--- src/rv_mem_pkg.sv ---
`default_nettype none

package rv_mem_pkg;

	localparam int xlen       = 64;
	localparam int reg_addr_w = 5;
	localparam int ram_words  = 512;  // 4 KiB of data memory
	localparam int ram_addr_w = 9;

	localparam logic [xlen-1:0] reset_pc = 64'h0000_0000_8000_0000;

	typedef enum logic [1:0] {
		mem_none  = 2'd0,
		mem_load  = 2'd1,
		mem_store = 2'd2
	} mem_op_e;

	// access size, log2 of the byte count
	typedef enum logic [1:0] {
		size_byte   = 2'd0,
		size_half   = 2'd1,
		size_word   = 2'd2,
		size_double = 2'd3
	} mem_size_e;

	// results handed over by the execute stage
	typedef struct packed {
		logic [xlen-1:0]       pc;
		logic [xlen-1:0]       alu_res;     // result or byte address
		logic [xlen-1:0]       store_data;
		logic                  reg_wen;
		logic [reg_addr_w-1:0] reg_waddr;
		mem_op_e               mem_op;
		mem_size_e             mem_size;
		logic                  load_unsigned;
		logic                  ebreak;
	} ex_mem_t;

	// what writeback still needs once the RAM read is under way
	typedef struct packed {
		logic [xlen-1:0]       pc;
		logic [xlen-1:0]       alu_res;
		logic                  reg_wen;
		logic [reg_addr_w-1:0] reg_waddr;
		logic                  ebreak;
		logic                  is_load;
		mem_size_e             mem_size;
		logic                  load_unsigned;
		logic [2:0]            byte_off;    // lane inside the 64-bit word
	} mem_wb_t;

	typedef struct packed {
		logic                  wen;
		logic [reg_addr_w-1:0] waddr;
		logic [xlen-1:0]       wdata;
		logic [xlen-1:0]       pc;
		logic                  ebreak;
	} wb_t;

	// one RAM word, viewed per byte or per halfword
	typedef union packed {
		logic [7:0][7:0]  bytes;
		logic [3:0][15:0] halves;  // words are halves 3:2 and 1:0
	} mem_word_u;

endpackage

`default_nettype wire
--- src/ex_mem_regs.sv ---
`timescale 1ns/1ns
`default_nettype none

module ex_mem_regs
	import rv_mem_pkg::*;
(
	input  wire     clk,
	input  wire     rst_n,
	input  wire     stall_i,   // freeze the stage
	input  ex_mem_t ex_i,
	output ex_mem_t ex_o,
	output logic    held_o     // entry was already seen by the memory stage
);

	// stage register
	// on a stall the entry stays put and held_o goes high so that
	// the memory stage does not repeat a store or a writeback
	always_ff @(posedge clk or negedge rst_n) begin
		if (!rst_n) begin
			ex_o    <= '0;
			ex_o.pc <= reset_pc;
			held_o  <= 1'b0;
		end else if (stall_i) begin
			held_o <= 1'b1;  // contents kept
		end else begin
			ex_o   <= ex_i;
			held_o <= 1'b0;
		end
	end

	// control fields feed the RAM write enable and the writeback valid
	a_ctrl_known: assert property (
		@(posedge clk) disable iff (!rst_n)
		!$isunknown({ex_o.reg_wen, ex_o.mem_op, held_o})
	) else $error("ex_mem_regs: unknown control, reg_wen=%b mem_op=%b held=%b",
		ex_o.reg_wen, ex_o.mem_op, held_o);

endmodule

`default_nettype wire

--- config.mk ---
export PLATFORM = sky130hd
export DESIGN_NAME = ex_mem_regs
export DESIGN_NICKNAME = d
export VERILOG_FILES = /design/src/rv_mem_pkg.sv /design/src/ex_mem_regs.sv
export SDC_FILE = /design/constraint.sdc
export NUM_CORES = 1
export LEC_CHECK = 0
export ABC_CLOCK_PERIOD_IN_PS = 1800
export BUFFER_PORTS_ARGS = -buffer_cell sky130_fd_sc_hd__buf_2
export CAP_MARGIN = 20
export CORE_AREA = 4 4 158 160
export DETAILED_ROUTE_END_ITERATION = 10
export DIE_AREA = 0 0 162 164
export PLACE_DENSITY = 0.65
export REMOVE_ABC_BUFFERS = 1
export SLEW_MARGIN = 15
export SYNTH_ARGS = -nofsm -noshare
export SYNTH_HDL_FRONTEND = slang
export SYNTH_SLANG_ARGS = --single-unit
--- constraint.sdc ---
create_clock -name clk -period 1.8 [get_ports clk]
set_input_delay 0.18 -clock clk [delete_from_list [all_inputs] [get_ports clk]]
set_output_delay 0.18 -clock clk [all_outputs]
set_load 0.01 [all_outputs]
== After elaboration in Yosys (flattened, before gate mapping) ==
Index checks and enable logic that the tools add are counted.

* Input port bits: 207
* Output and inout port bits: 205
* Word-level logic and storage cells: 11
* Flip-flop bits (word level): 205

* Multiplexer cells: 1

{| class="wikitable"
|+ Operators with widths
! cell !! number
|-
| $mux W1 || 1
|}

== Logic depth before layout (Yosys ltp) ==
* Depth in word-level cells: 1
* Mapped depth: 4
* Depth with buffers taken out: 1

== Worst setup path after synthesis ==
OpenSTA, ideal clock, no wires.

* Kind: input to register
* Start point: input stall_i
* End point: register ex_o[100] in the netlist's numbering
* Data arrival time: 0.884 ns
* Path buffers: 3
* Setup slack: 0.791 ns
* Data required time: 1.675 ns
* Setup time: 0.125 ns
* Stages on the path: 4
* Cell sequence: buf_6 -> buf_6 -> buf_6 -> mux2_4

{| class="wikitable"
|+ RTL lines
! item !! RTL line !! text
|-
| start: declaration || ex_mem_regs.sv:9 || <nowiki>input wire stall_i,</nowiki>
|-
| end signal: assignment || ex_mem_regs.sv:26 || <nowiki>ex_o <= ex_i;</nowiki>
|-
| end: declaration || ex_mem_regs.sv:11 || <nowiki>output ex_mem_t ex_o,</nowiki>
|}

No word-level cell between the ends.

== Worst setup path after layout ==
* Start point: register ex_o[171] in the netlist's numbering
* End point: output ex_o[171] in the netlist's numbering

No word-level cell between the ends.

==> flow_summary.json <==
{
  "syn_inst": 432,
  "antenna_found_initial": 0,
  "nets": 1274,
  "antenna_left": 0,
  "syn-cell-area_um2": 8260,
  "grt_pass1_vias": 7048,
  "core_um2": 23400,
  "cp-end-kind": "output pin",
  "setup_viol": 0,
  "setup.worst_path.start_class": "register",
  "rsz0062_at_grt": "no",
  "r2r-start": "ex_o[25]",
  "worstSkewPairLatency_ns": 0.48,
  "dr.pass1.iters": 4,
  "fp.dieW_um": 162,
  "grt_usage_pct": 17.5,
  "htree_levels": 1,
  "wl_per_cell_um": 17.2,
  "layout_common_cells": "409 x buf_2, 205 x dlygate4sd3_1, 204 x dfrtp_1",
  "die_h_um": 164,
  "dieArea_um2": 26600,
  "path_cells": "buf_2",
  "hold_start": "stall_i",
  "first_iter_violations": 260,
  "cellLeakagePower_nw": 6.89,
  "io_pins": 412,
  "fill_cells": 1785,
  "numCtsBuffers": 23,
  "syn_area_per_cell_um2": 19.1,
  "cp.required_ns": 1.62,
  "drive_gt1_share_pct": 62.1,
  "grt_max_degree": 66,
  "cts.path.max_buffers": 3,
  "slowest_stage": "dfstp_2",
  "worst_slew_pin_slew_ns": 0.423,
  "num_rows": 56,
  "grt_overflow": 0,
  "critPathArrivalTime_ns": 1.16,
  "ctsResizeCount": 0,
  "status": "complete, no violations",
  "ir_drop_mv": 0.583,
  "final_common_cell": "buf_2",
  "synth-seq-cells": 205,
  "fmax_mhz": 748,
  "syn_to_final_growth_pct": 64.4,
  "route.detailed.drc": 0,
  "critical-path-max-stage-delay_ns": 0.53,
  "post-cts-setup-buffers": 0,
  "dpl-instance-area_um2": 10700,
  "fin_crit_sh_pct": 74.3,
  "slew_headroom_pct": 71.8,
  "synth_cell_types": 6,
  "maxCapViolations": 0,
  "initial_core_util_pct": 35.3,
  "critPathBufInv": 1,
  "post_drt_via_cell_ratio": 4.37,
  "min_path_type": "primary input to register",
  "cp_max_fo": 2,
  "grt_first_pass_wirelength_um": 37800,
  "multiInputGateArea_um2": 2900,
  "clkTransAtPathRegs_ns": 0.06,
  "power_density_nw_per_um2": 938,
  "synth_warnings": 0,
  "cts_sinks": 205,
  "drt_wl_total_um": 24100,
  "ys_seq_area_share_pct": 62.1,
  "maxSlewViolCount": 0,
  "min_period_ns": 1.34,
  "ff_latch_area_um2": 5130,
  "cts_tree": "done",
  "fin_tns_setup_ns": 0,
  "place.gp.congestion": 0.773,
  "finClkSkew_ns": 0,
  "dr_total_vias": 6128,
  "cp-startpoint": "ex_o[171]",
  "cp_top_family": "flip-flops",
  "finish.instance_area_um2": 13600,
  "crit_type": "register to output pin",
  "final_hold_viol_count": 0,
  "io_buffers": 411,
  "dp_hpwl_um": 15300,
  "root_buffer": "clkbuf_16"
}
[layer usage]
metal  part of all wire [%]  wire length, um  GRT usage [%]  vias to the layer above
li1                       -                -              -                     2787
met1                     39             9340           20.7                     2972
met2                     49            11900           30.5                      296
met3                    7.7             1860           4.54                       73
met4                    4.0              969           7.34                        0
met5                      0                0              0                        -
[where the power goes]
part | leakage (nW) | internal (mW) | switching [mW]
combinational | 4.08 | 1.42 | 0.947
sequential | 2.40 | 5.07 | 0.266
clock | 0.408 | 3.21 | 1.83
[synth_stat cells]
cell     number  area [um^2]
buf_2         4         20.0
buf_6        19          214
dfrtp_1     204         5100
dfstp_2       1         26.3
mux2_2       44          495
mux2_4      160         2400
[cell families after synthesis]
| family | count (synthesis) | share of synthesized area [%] |
|---|---|---|
| multiplexers | 204 | 35.1 |
| buffers and inverters | 23 | 2.83 |
| flip-flops | 205 | 62.1 |
[repair_timing]
item | in CTS | in global routing
endpoints found under the hold margin | 253 | 0
endpoints found under the setup margin | 0 | 0
hold buffers | 205 | 0
[through the flow]
step | setup WS [ns] | util, % | cells | power, mW | hold slack [ns]
after detailed placement | 0.450 | 45.7 | 1156 | 7.40 | 0.162
after global routing | 0.426 | 58.0 | 1401 | 13.3 | 0.0159
after global placement | 0.478 | 45.7 | 1156 | 7.37 | 0.167
after CTS | 0.440 | 58.0 | 1401 | 12.9 | 0.0114
final | 0.463 | 58.1 | 1402 | 12.7 | 0.0419
after floorplan | 1.03 | - | 409 | 6.30 | -0.116
[state kept, by name (all words and copies together), names as in the netlist]
signal and count:
held_o 1, ex_o 204
[layout make-up]
type / instances / share of cell area [%]
diodes: 1 / 0.0184
clock buffers: 28 / 4.67
clock inverters: 12 / 1.41
multi-input cells: 204 / 21.3
flip-flops and latches: 205 / 37.8
well taps: 319 / 2.94
repair buffers: 633 / 31.9
[worst paths after layout]
check / to / slack (ns) / cells after the start
max: ex_o[171] / 0.46 / 1
min: held_o / 0.04 / 1
max reg2reg: ex_o[25] / 1.00 / 1
min reg2reg: ex_o[75] / 0.50 / 1
max in group asynchronous: ex_o[93] / 0.89 / 3
min in group asynchronous: ex_o[159] / 0.21 / 2
No activity file was read; power rests on OpenSTA's default activity.
