$ cat src/rv_mem_pkg.sv
`default_nettype none

package rv_mem_pkg;

	localparam int xlen       = 64;
	localparam int reg_addr_w = 5;
	localparam int ram_words  = 512;  // 4 KiB of data memory
	localparam int ram_addr_w = 9;

	localparam logic [xlen-1:0] reset_pc = 64'h0000_0000_8000_0000;

	typedef enum logic [1:0] {
		mem_none  = 2'd0,
		mem_load  = 2'd1,
		mem_store = 2'd2
	} mem_op_e;

	// access size, log2 of the byte count
	typedef enum logic [1:0] {
		size_byte   = 2'd0,
		size_half   = 2'd1,
		size_word   = 2'd2,
		size_double = 2'd3
	} mem_size_e;

	// results handed over by the execute stage
	typedef struct packed {
		logic [xlen-1:0]       pc;
		logic [xlen-1:0]       alu_res;     // result or byte address
		logic [xlen-1:0]       store_data;
		logic                  reg_wen;
		logic [reg_addr_w-1:0] reg_waddr;
		mem_op_e               mem_op;
		mem_size_e             mem_size;
		logic                  load_unsigned;
		logic                  ebreak;
	} ex_mem_t;

	// what writeback still needs once the RAM read is under way
	typedef struct packed {
		logic [xlen-1:0]       pc;
		logic [xlen-1:0]       alu_res;
		logic                  reg_wen;
		logic [reg_addr_w-1:0] reg_waddr;
		logic                  ebreak;
		logic                  is_load;
		mem_size_e             mem_size;
		logic                  load_unsigned;
		logic [2:0]            byte_off;    // lane inside the 64-bit word
	} mem_wb_t;

	typedef struct packed {
		logic                  wen;
		logic [reg_addr_w-1:0] waddr;
		logic [xlen-1:0]       wdata;
		logic [xlen-1:0]       pc;
		logic                  ebreak;
	} wb_t;

	// one RAM word, viewed per byte or per halfword
	typedef union packed {
		logic [7:0][7:0]  bytes;
		logic [3:0][15:0] halves;  // words are halves 3:2 and 1:0
	} mem_word_u;

endpackage

`default_nettype wire
$ cat src/lsu.sv
`timescale 1ns/1ns
`default_nettype none

module lsu
	import rv_mem_pkg::*;
(
	input  wire                   clk,
	input  wire                   rst_n,
	// stage registers
	input  ex_mem_t               ex_i,
	input  wire                   held_i,
	input  mem_wb_t               wb_entry_i,
	// RAM side
	output logic [ram_addr_w-1:0] ram_addr_o,
	output logic                  ram_we_o,
	output logic [7:0]            ram_wmask_o,
	output logic [xlen-1:0]       ram_wdata_o,
	input  mem_word_u             ram_rdata_i,
	// towards MEM/WB and writeback
	output mem_wb_t               entry_o,
	output logic                  entry_valid_o,
	output wb_t                   wb_o
);

	logic [2:0]      byte_off;
	logic [7:0]      size_mask;
	logic            aligned;
	logic [2:0]      rd_off;
	logic [7:0]      lane_b;
	logic [15:0]     lane_h;
	logic [31:0]     lane_w;
	logic            sext;
	logic [xlen-1:0] load_data;

	assign byte_off = ex_i.alu_res[2:0];

	// a held entry was executed on its first cycle already
	assign entry_valid_o = !held_i && (ex_i.mem_op != mem_none || ex_i.reg_wen);

	// store side
	always_comb begin
		case (ex_i.mem_size)
			size_byte: begin
				size_mask = 8'h01;
				aligned   = 1'b1;
			end
			size_half: begin
				size_mask = 8'h03;
				aligned   = !byte_off[0];
			end
			size_word: begin
				size_mask = 8'h0f;
				aligned   = byte_off[1:0] == 2'b00;
			end
			default: begin
				size_mask = 8'hff;
				aligned   = byte_off == 3'b000;
			end
		endcase
	end

	assign ram_addr_o  = ex_i.alu_res[ram_addr_w+2:3];  // word address
	assign ram_we_o    = entry_valid_o && ex_i.mem_op == mem_store;
	assign ram_wmask_o = size_mask << byte_off;
	assign ram_wdata_o = ex_i.store_data << {byte_off, 3'b000};  // move into lane

	// entry for MEM/WB
	always_comb begin
		entry_o               = '0;
		entry_o.pc            = ex_i.pc;
		entry_o.alu_res       = ex_i.alu_res;
		entry_o.reg_wen       = ex_i.reg_wen;
		entry_o.reg_waddr     = ex_i.reg_waddr;
		entry_o.ebreak        = ex_i.ebreak;
		entry_o.is_load       = ex_i.mem_op == mem_load;
		entry_o.mem_size      = ex_i.mem_size;
		entry_o.load_unsigned = ex_i.load_unsigned;
		entry_o.byte_off      = byte_off;
	end

	// load side, RAM word arrives together with the MEM/WB entry
	assign rd_off = wb_entry_i.byte_off;
	assign lane_b = ram_rdata_i.bytes[rd_off];
	assign lane_h = ram_rdata_i.halves[rd_off[2:1]];
	assign lane_w = rd_off[2] ? {ram_rdata_i.halves[3], ram_rdata_i.halves[2]}
		: {ram_rdata_i.halves[1], ram_rdata_i.halves[0]};
	assign sext   = !wb_entry_i.load_unsigned;

	always_comb begin
		case (wb_entry_i.mem_size)
			size_byte: load_data = {{(xlen-8){sext & lane_b[7]}}, lane_b};
			size_half: load_data = {{(xlen-16){sext & lane_h[15]}}, lane_h};
			size_word: load_data = {{(xlen-32){sext & lane_w[31]}}, lane_w};
			default:   load_data = ram_rdata_i;  // full doubleword
		endcase
	end

	always_comb begin
		wb_o        = '0;
		wb_o.wen    = wb_entry_i.reg_wen;
		wb_o.waddr  = wb_entry_i.reg_waddr;
		wb_o.wdata  = wb_entry_i.is_load ? load_data : wb_entry_i.alu_res;
		wb_o.pc     = wb_entry_i.pc;
		wb_o.ebreak = wb_entry_i.ebreak;
	end

	// no misaligned handling in this pipeline
	a_aligned: assert property (
		@(posedge clk) disable iff (!rst_n)
		(entry_valid_o && ex_i.mem_op != mem_none) |-> aligned
	) else $error("lsu: misaligned access addr=%h size=%0d", ex_i.alu_res, ex_i.mem_size);

endmodule

`default_nettype wire

$ cat config.mk
export PLATFORM = sky130hd
export DESIGN_NAME = lsu
export DESIGN_NICKNAME = d
export VERILOG_FILES = /design/src/rv_mem_pkg.sv /design/src/lsu.sv
export SDC_FILE = /design/constraint.sdc
export NUM_CORES = 1
export LEC_CHECK = 0
export BUFFER_PORTS_ARGS = -buffer_cell sky130_fd_sc_hd__buf_2
export CAP_MARGIN = 20
export CORE_AREA = 2 2 303 305
export DETAILED_ROUTE_END_ITERATION = 8
export DIE_AREA = 0 0 305 307
export PLACE_DENSITY = 0.31
export SLEW_MARGIN = 40
export SYNTH_ARGS = -nofsm -noshare
export SYNTH_HDL_FRONTEND = slang
export SYNTH_SLANG_ARGS = --single-unit
$ cat constraint.sdc
create_clock -name vclk -period 2.54
set_input_delay 0.508 -clock vclk [all_inputs]
set_output_delay 0.508 -clock vclk [all_outputs]
set_load 0.01 [all_outputs]
# Word-level counts from Yosys, hierarchy flattened
# Cells that the tools add are included.
[classes]
order_cmp = 2
eq_ne = 6
n_shift = 2
n_mux = 8
n_bitwise = 3
n_reduce_logical = 8
[op_table]
columns = ["operator", "n"]
rows = [
  ["one-hot mux 64 bit (3 select lines)", 1],
  ["two-way mux 64 bit", 1],
  ["left shift 64 x 6 -> 64 bit", 1],
  ["binary-select mux 16 bit (select 2 bit)", 1],
  ["two-way mux 32 bit", 1],
  ["binary-select mux 8 bit (select 3 bit)", 1],
  ["one-hot mux 8 bit (3 select lines)", 1],
  ["two-way mux 16 bit", 1],
  ["two-way mux 8 bit", 1],
  ["left shift 8 x 3 -> 8 bit", 1],
  ["== test 2 x 1 -> 1 bit, second input constant", 3],
  ["== test 2 bit, second input constant", 3],
  ["zero test 2 bit", 2],
  ["< comparator 3 x 4 -> 1 bit, second input constant", 1],
  ["AND 1 bit", 3],
  ["< comparator 2 x 3 -> 1 bit, second input constant", 1],
  ["logical AND 1 bit", 2],
  ["zero test 1 bit", 2],
  ["nonzero test 2 bit", 1],
  ["logical OR 1 bit", 1],
]
[word_totals]
reg_bits = 0
input_bits = 413
word_cells = 29

# Depth between registers and ports, before layout
# Gate-level depths: netlist of run 1.
[depth]
word_depth = 5
ltp_mapped = 8
depth_no_buf = 5

# Least setup slack after synthesis of run 1
# OpenSTA, ideal clock, no wires.
[synth_path]
path_type = "input -> output"
startpoint = "in wb_entry_i[5] (netlist name)"
endpoint = "out wb_o[107] (netlist name)"
arrival_time_ns = 1.952
slack_ns = 0.080
path_stages = 8
n_path_buf = 3
path_cell_list = "clkbuf_1 -> and3b_1 -> clkbuf_1 -> a21oi_1 -> o31ai_1 -> nor3_4 -> buf_6 -> a21oi_1"
[synth_lines]
columns = ["item", "line_no", "rtl"]
rows = [
  ["from (decl)", "lsu.sv:12", "input mem_wb_t wb_entry_i,"],
  ["to (decl)", "lsu.sv:22", "output wb_t wb_o"],
]

==> results of run 1 <==
==> power breakdown <==
group            total, mW  switching [mW]  internal, mW
Sequential               0               0             0
Combinational         1.70           0.926         0.775
Clock          0.000000213               0   0.000000213
Total                 1.70           0.926         0.775
==> synth_stat cells (all sizes together), types with 2 or more instances <==
master	number	share of area [%]
nor2	101	6.7
mux2i	46	8.2
nor3	3	0.47
and2	20	2.2
nand2b	2	0.36
mux4	17	6.8
clkbuf	42	2.8
a21oi	78	7.6
o211ai	7	0.93
or2	7	0.78
a221oi	8	1.2
o221ai	7	1.1
buf	242	32
mux2	42	8.4
a211oi	2	0.27
o22ai	19	2.1
a31oi	12	1.3
inv	22	1.5
o21a	4	0.53
o21ai	49	4.3
nand2	96	6.4
a32oi	3	0.47
nor2b	3	0.33
o2bb2ai	8	1.2
==> cell families after synthesis <==
kind of cell | after synthesis | share of synthesized area (%)
simple gates | 241 | 18.7
buf+inv | 307 | 35.9
mux | 105 | 23.3
compound gates | 203 | 22.0
==> layer usage <==
metal | global-route usage [%] | share of wire (%) | wire length, microns | up-vias
met5 | 0.930 | 0.38 | 141 | -
met4 | 2.95 | 4.1 | 1540 | 8
met3 | 2.17 | 8.7 | 3240 | 93
met2 | 15.7 | 58 | 21300 | 462
met1 | 5.90 | 29 | 10800 | 3116
li1 | - | - | - | 3123
==> path summary, 6_finish.rpt <==
| kind | endpoint | slack (ns) | from |
|---|---|---|---|
| setup / recovery | wb_o[125] | -0.21 | ram_rdata_i[47] |
| hold / removal | entry_o[109] | 1.02 | ex_i[171] |
==> what timing repair did <==
action	CTS	global route
hold buffers	0	0
setup buffers	5	7
cloned	0	1
gates resized for setup	56	50
endpoints found under the setup margin	63	63
pin swaps	11	16
==> critical path: stages <==
cell and delay, ns:
sky130_fd_sc_hd__buf_2 0.13, sky130_fd_sc_hd__mux4_2 0.46, sky130_fd_sc_hd__nand2b_4 0.15, sky130_fd_sc_hd__and4_4 0.19
sky130_fd_sc_hd__buf_12 0.13, sky130_fd_sc_hd__nor3_4 0.19, sky130_fd_sc_hd__buf_12 0.22, sky130_fd_sc_hd__a21oi_1 0.09
sky130_fd_sc_hd__buf_2 0.15
==> through the flow <==
stage	setup WS (ns)	cells	utilization, %
finish	-0.215	2240	9.48
global route	-0.294	2239	9.48
CTS	-0.253	2229	9.16
detailed placement	-0.833	2230	8.84
global placement	-0.832	2230	8.84
floorplan	0.0798	856	-
==> layout make-up <==
cell class	instances	area, sq um
timing repair buffer	478	2970
antenna	4	10.0
tap	1186	1480
multi-input combinational	549	4050
fill	10800	82100
inverter	23	90.1
==> impl_metrics.json, run 1 <==
{
  "outcome": "finished with violations",
  "violations": "negative setup slack",
  "layout.sequential_cells": 0,
  "post-route-worst-setup-slack_ns": -0.215,
  "finalPower_mw": 1.70,
  "placed_area_sq_mm": 0.00801,
  "groute.usage.overall_pct": 7.31,
  "num_vias": 6802,
  "drt_iter0_markers": 223,
  "num-clock-buffers": 0,
  "worstHoldPathCells": 0,
  "num-nets-final": 1465,
  "timing_worst_slew_pin_value_ns": 0.492,
  "max_cap_viol_count": 0,
  "pin_count_of_the_biggest_net_entering_global_routing": 42,
  "dp_hpwl_microns": 32900,
  "worst-endpoint-required_ns": 2.03,
  "setup.worst_path.class": "in -> out",
  "power_per_cell_area_mw_per_mm2": 198,
  "timing.final.max_slew_violations": 0,
  "grt_setup_unrepaired": "yes",
  "drive_above_1_share_pct": 57.5,
  "port-buffer-count": 356,
  "timing.critical_path.to_type": "primary output",
  "layout.cells.most_common_list": "344 x sky130_fd_sc_hd__buf_2, 107 x sky130_fd_sc_hd__buf_4, 101 x sky130_fd_sc_hd__nor2_1, 93 x sky130_fd_sc_hd__nand2_1, 58 x sky130_fd_sc_hd__a21oi_1",
  "number_of_global_route_vias_before_repair": 7162,
  "power.leakage_nw": 3.66,
  "critPathLaunchType": "input pin",
  "gpl.final_weighted_congestion": 0.791,
  "hold_viol": 0,
  "areaGrowthSynthToFinish_pct": 52.6,
  "critPathArrivalTime_ns": 2.25,
  "grt-ovfl-total": 0,
  "final-seq-area_sq_um": 0,
  "die-area_sq_mm": 0.0936,
  "vias_per_cell": 3.04,
  "timing.final.crit_period_ns": 2.75,
  "die_h_microns": 307,
  "core_area_sq_mm": 0.0907,
  "final_common_cell": "sky130_fd_sc_hd__buf_2",
  "io-pin-count": 773,
  "grt_first_pass_wirelength_microns": 50800,
  "fin_area_sq_mm": 0.00860,
  "finalSetupTns_ns": -8.35,
  "wirelength_microns": 37100,
  "drc": 0,
  "synth.lib_cells_used.distinct": 46,
  "period_share_pct": 108,
  "max-vdd-ir-drop_mv": 0.0610,
  "avgRoutedWirePerCell_microns": 16.5,
  "postSynthAreaPerCell_sq_um": 6.59,
  "row_count": 111,
  "hold_path.class": "in -> out",
  "hold_slack_ns": 1.02,
  "crit_fanout": 32,
  "timing.fmax_ghz": 0.363,
  "drtAntennaViolNets": 0,
  "post_synthesis_cell_area_sq_mm": 0.00564,
  "antenna_found_initial": 6,
  "drt_pass1_iterations": 4,
  "synth_cells": 856,
  "setup-violations-final": 48,
  "floorplan.die.width_microns": 305,
  "relSlewSlack_pct": 66.8,
  "syn_nets": 1269,
  "start_util_pct": 6.22,
  "synthesis.yosys.warnings": 0,
  "synth-seq-area-share_pct": 0
}
Power figures use the tool's default switching activity.
==> inputs of run 2 (changes only) <==
--- a/config.mk
+++ b/config.mk
@@ -10,6 +10,7 @@
 export CORE_AREA = 2 2 303 305
 export DETAILED_ROUTE_END_ITERATION = 8
 export DIE_AREA = 0 0 305 307
+export GPL_TIMING_DRIVEN = 0
 export PLACE_DENSITY = 0.31
 export SLEW_MARGIN = 40
 export SYNTH_ARGS = -nofsm -noshare
==> constraint.sdc (replaced) <==
create_clock -name vclk -period 3.36
set_input_delay 0.672 -clock vclk [all_inputs]
set_output_delay 0.672 -clock vclk [all_outputs]
set_load 0.01 [all_outputs]
==> impl_metrics.json, run 2 (synthesis results as in run 1) <==
{
  "grt_setup_unrepaired": "no",
  "drc": 0,
  "max-vdd-ir-drop_mv": 0.0476,
  "drive_above_1_share_pct": 64.4,
  "layout.cells.non_filler": 2606,
  "critPathArrivalTime_ns": 2.63,
  "groute.usage.overall_pct": 8.57,
  "grt_first_pass_wirelength_microns": 59200,
  "power_per_cell_area_mw_per_mm2": 151,
  "number_of_global_route_vias_before_repair": 8095,
  "dp_hpwl_microns": 40700,
  "final_common_cell": "sky130_fd_sc_hd__buf_2",
  "timing_worst_slew_pin_value_ns": 0.715,
  "wirelength_microns": 44200,
  "row_count": 111,
  "drt_pass1_iterations": 5,
  "antenna_found_initial": 3,
  "final-seq-area_sq_um": 0,
  "port-buffer-count": 564,
  "power.leakage_nw": 4.99,
  "floorplan.die.width_microns": 305,
  "num-clock-buffers": 0,
  "critPathLaunchType": "input pin",
  "setup-violations-final": 0,
  "timing.fmax_ghz": 0.303,
  "pin_count_of_the_biggest_net_entering_global_routing": 12,
  "drt_iter0_markers": 340,
  "layout.cells.most_common_list": "573 x sky130_fd_sc_hd__buf_2, 228 x sky130_fd_sc_hd__buf_4, 100 x sky130_fd_sc_hd__nor2_1, 96 x sky130_fd_sc_hd__nand2_1, 67 x sky130_fd_sc_hd__a21oi_1",
  "max_cap_viol_count": 0,
  "relSlewSlack_pct": 52.3,
  "hold_path.class": "in -> out",
  "hold_viol": 0,
  "layout.sequential_cells": 0,
  "core_area_sq_mm": 0.0907,
  "avgRoutedWirePerCell_microns": 17.0,
  "finalSetupTns_ns": 0,
  "fillers": 10700,
  "fin_area_sq_mm": 0.0101,
  "gpl.final_weighted_congestion": 0.818,
  "areaGrowthSynthToFinish_pct": 78.3,
  "num-nets-final": 1835,
  "grt-ovfl-total": 0,
  "multi_input_area_sq_mm": 0.00366,
  "setup.worst_path.class": "in -> out",
  "post-route-worst-setup-slack_ns": 0.0544,
  "die_h_microns": 307,
  "num_vias": 8116,
  "antenna-diode-count": 0,
  "drtAntennaViolNets": 0,
  "die-area_sq_mm": 0.0936,
  "placed_area_sq_mm": 0.00995,
  "io-pin-count": 773,
  "timing.critical_path.to_type": "primary output",
  "detailedPlace.worstSlack_ns": -0.525,
  "timing.final.crit_period_ns": 3.31,
  "period_share_pct": 98.4,
  "dp_cells": 2606,
  "outcome": "completed",
  "fin_util_pct": 11.1,
  "vias_per_cell": 3.11,
  "start_util_pct": 6.22,
  "worst-endpoint-required_ns": 2.69,
  "timing.final.max_slew_violations": 0,
  "crit_fanout": 10
}
[run 2: layout make-up]
class              count  share of cell area, %
multi-input cells    549                   36.4
repair buffers       566                   28.3
inverters             23                  0.871
plain buffers        282                   19.6
well taps           1186                   14.8
[run 2: timing repair]
action                                  in CTS  in global routing
hold buffers                                 0                  0
pin swaps                                    2                  0
buffers inserted                             2                  0
endpoints found under the setup margin      97                 43
gates resized for setup                     29                 17
[run 2: report_power, final]
part           switching (mW)  internal [mW]  total (mW)
combinational           0.834          0.686        1.52
clock                       0              0           0
sequential                  0              0           0
total                   0.834          0.686        1.52
[run 2: layer usage]
metal	track usage [%]	vias up	part of all wire, %
li1	-	3862	-
met1	7.42	3694	31
met2	19.4	510	60
met3	1.12	48	5.8
met4	2.58	2	3.5
met5	0	-	0.016
[run 2: metrics by stage]
step	hold slack, ns	power (mW)
global route	1.53	1.63
global placement	1.53	1.54
detailed placement	1.53	1.53
CTS	1.53	1.54
floorplan	1.39	0.806
finish	1.53	1.52
[run 2: worst max-delay path, cell delays in order]
cell	delay, ns
sky130_fd_sc_hd__buf_2	0.19
sky130_fd_sc_hd__mux4_2	0.47
sky130_fd_sc_hd__nand2b_4	0.15
sky130_fd_sc_hd__and4_4	0.14
sky130_fd_sc_hd__buf_6	0.15
sky130_fd_sc_hd__nor4_4	0.26
sky130_fd_sc_hd__buf_4	0.21
sky130_fd_sc_hd__a221oi_1	0.12
sky130_fd_sc_hd__buf_2	0.24
[run 2: worst paths after layout]
path,from,end,slack (ns),depth (start not counted)
max,ram_rdata_i[39],wb_o[95],0.05,9
min,wb_entry_i[137],wb_o[60],1.53,2
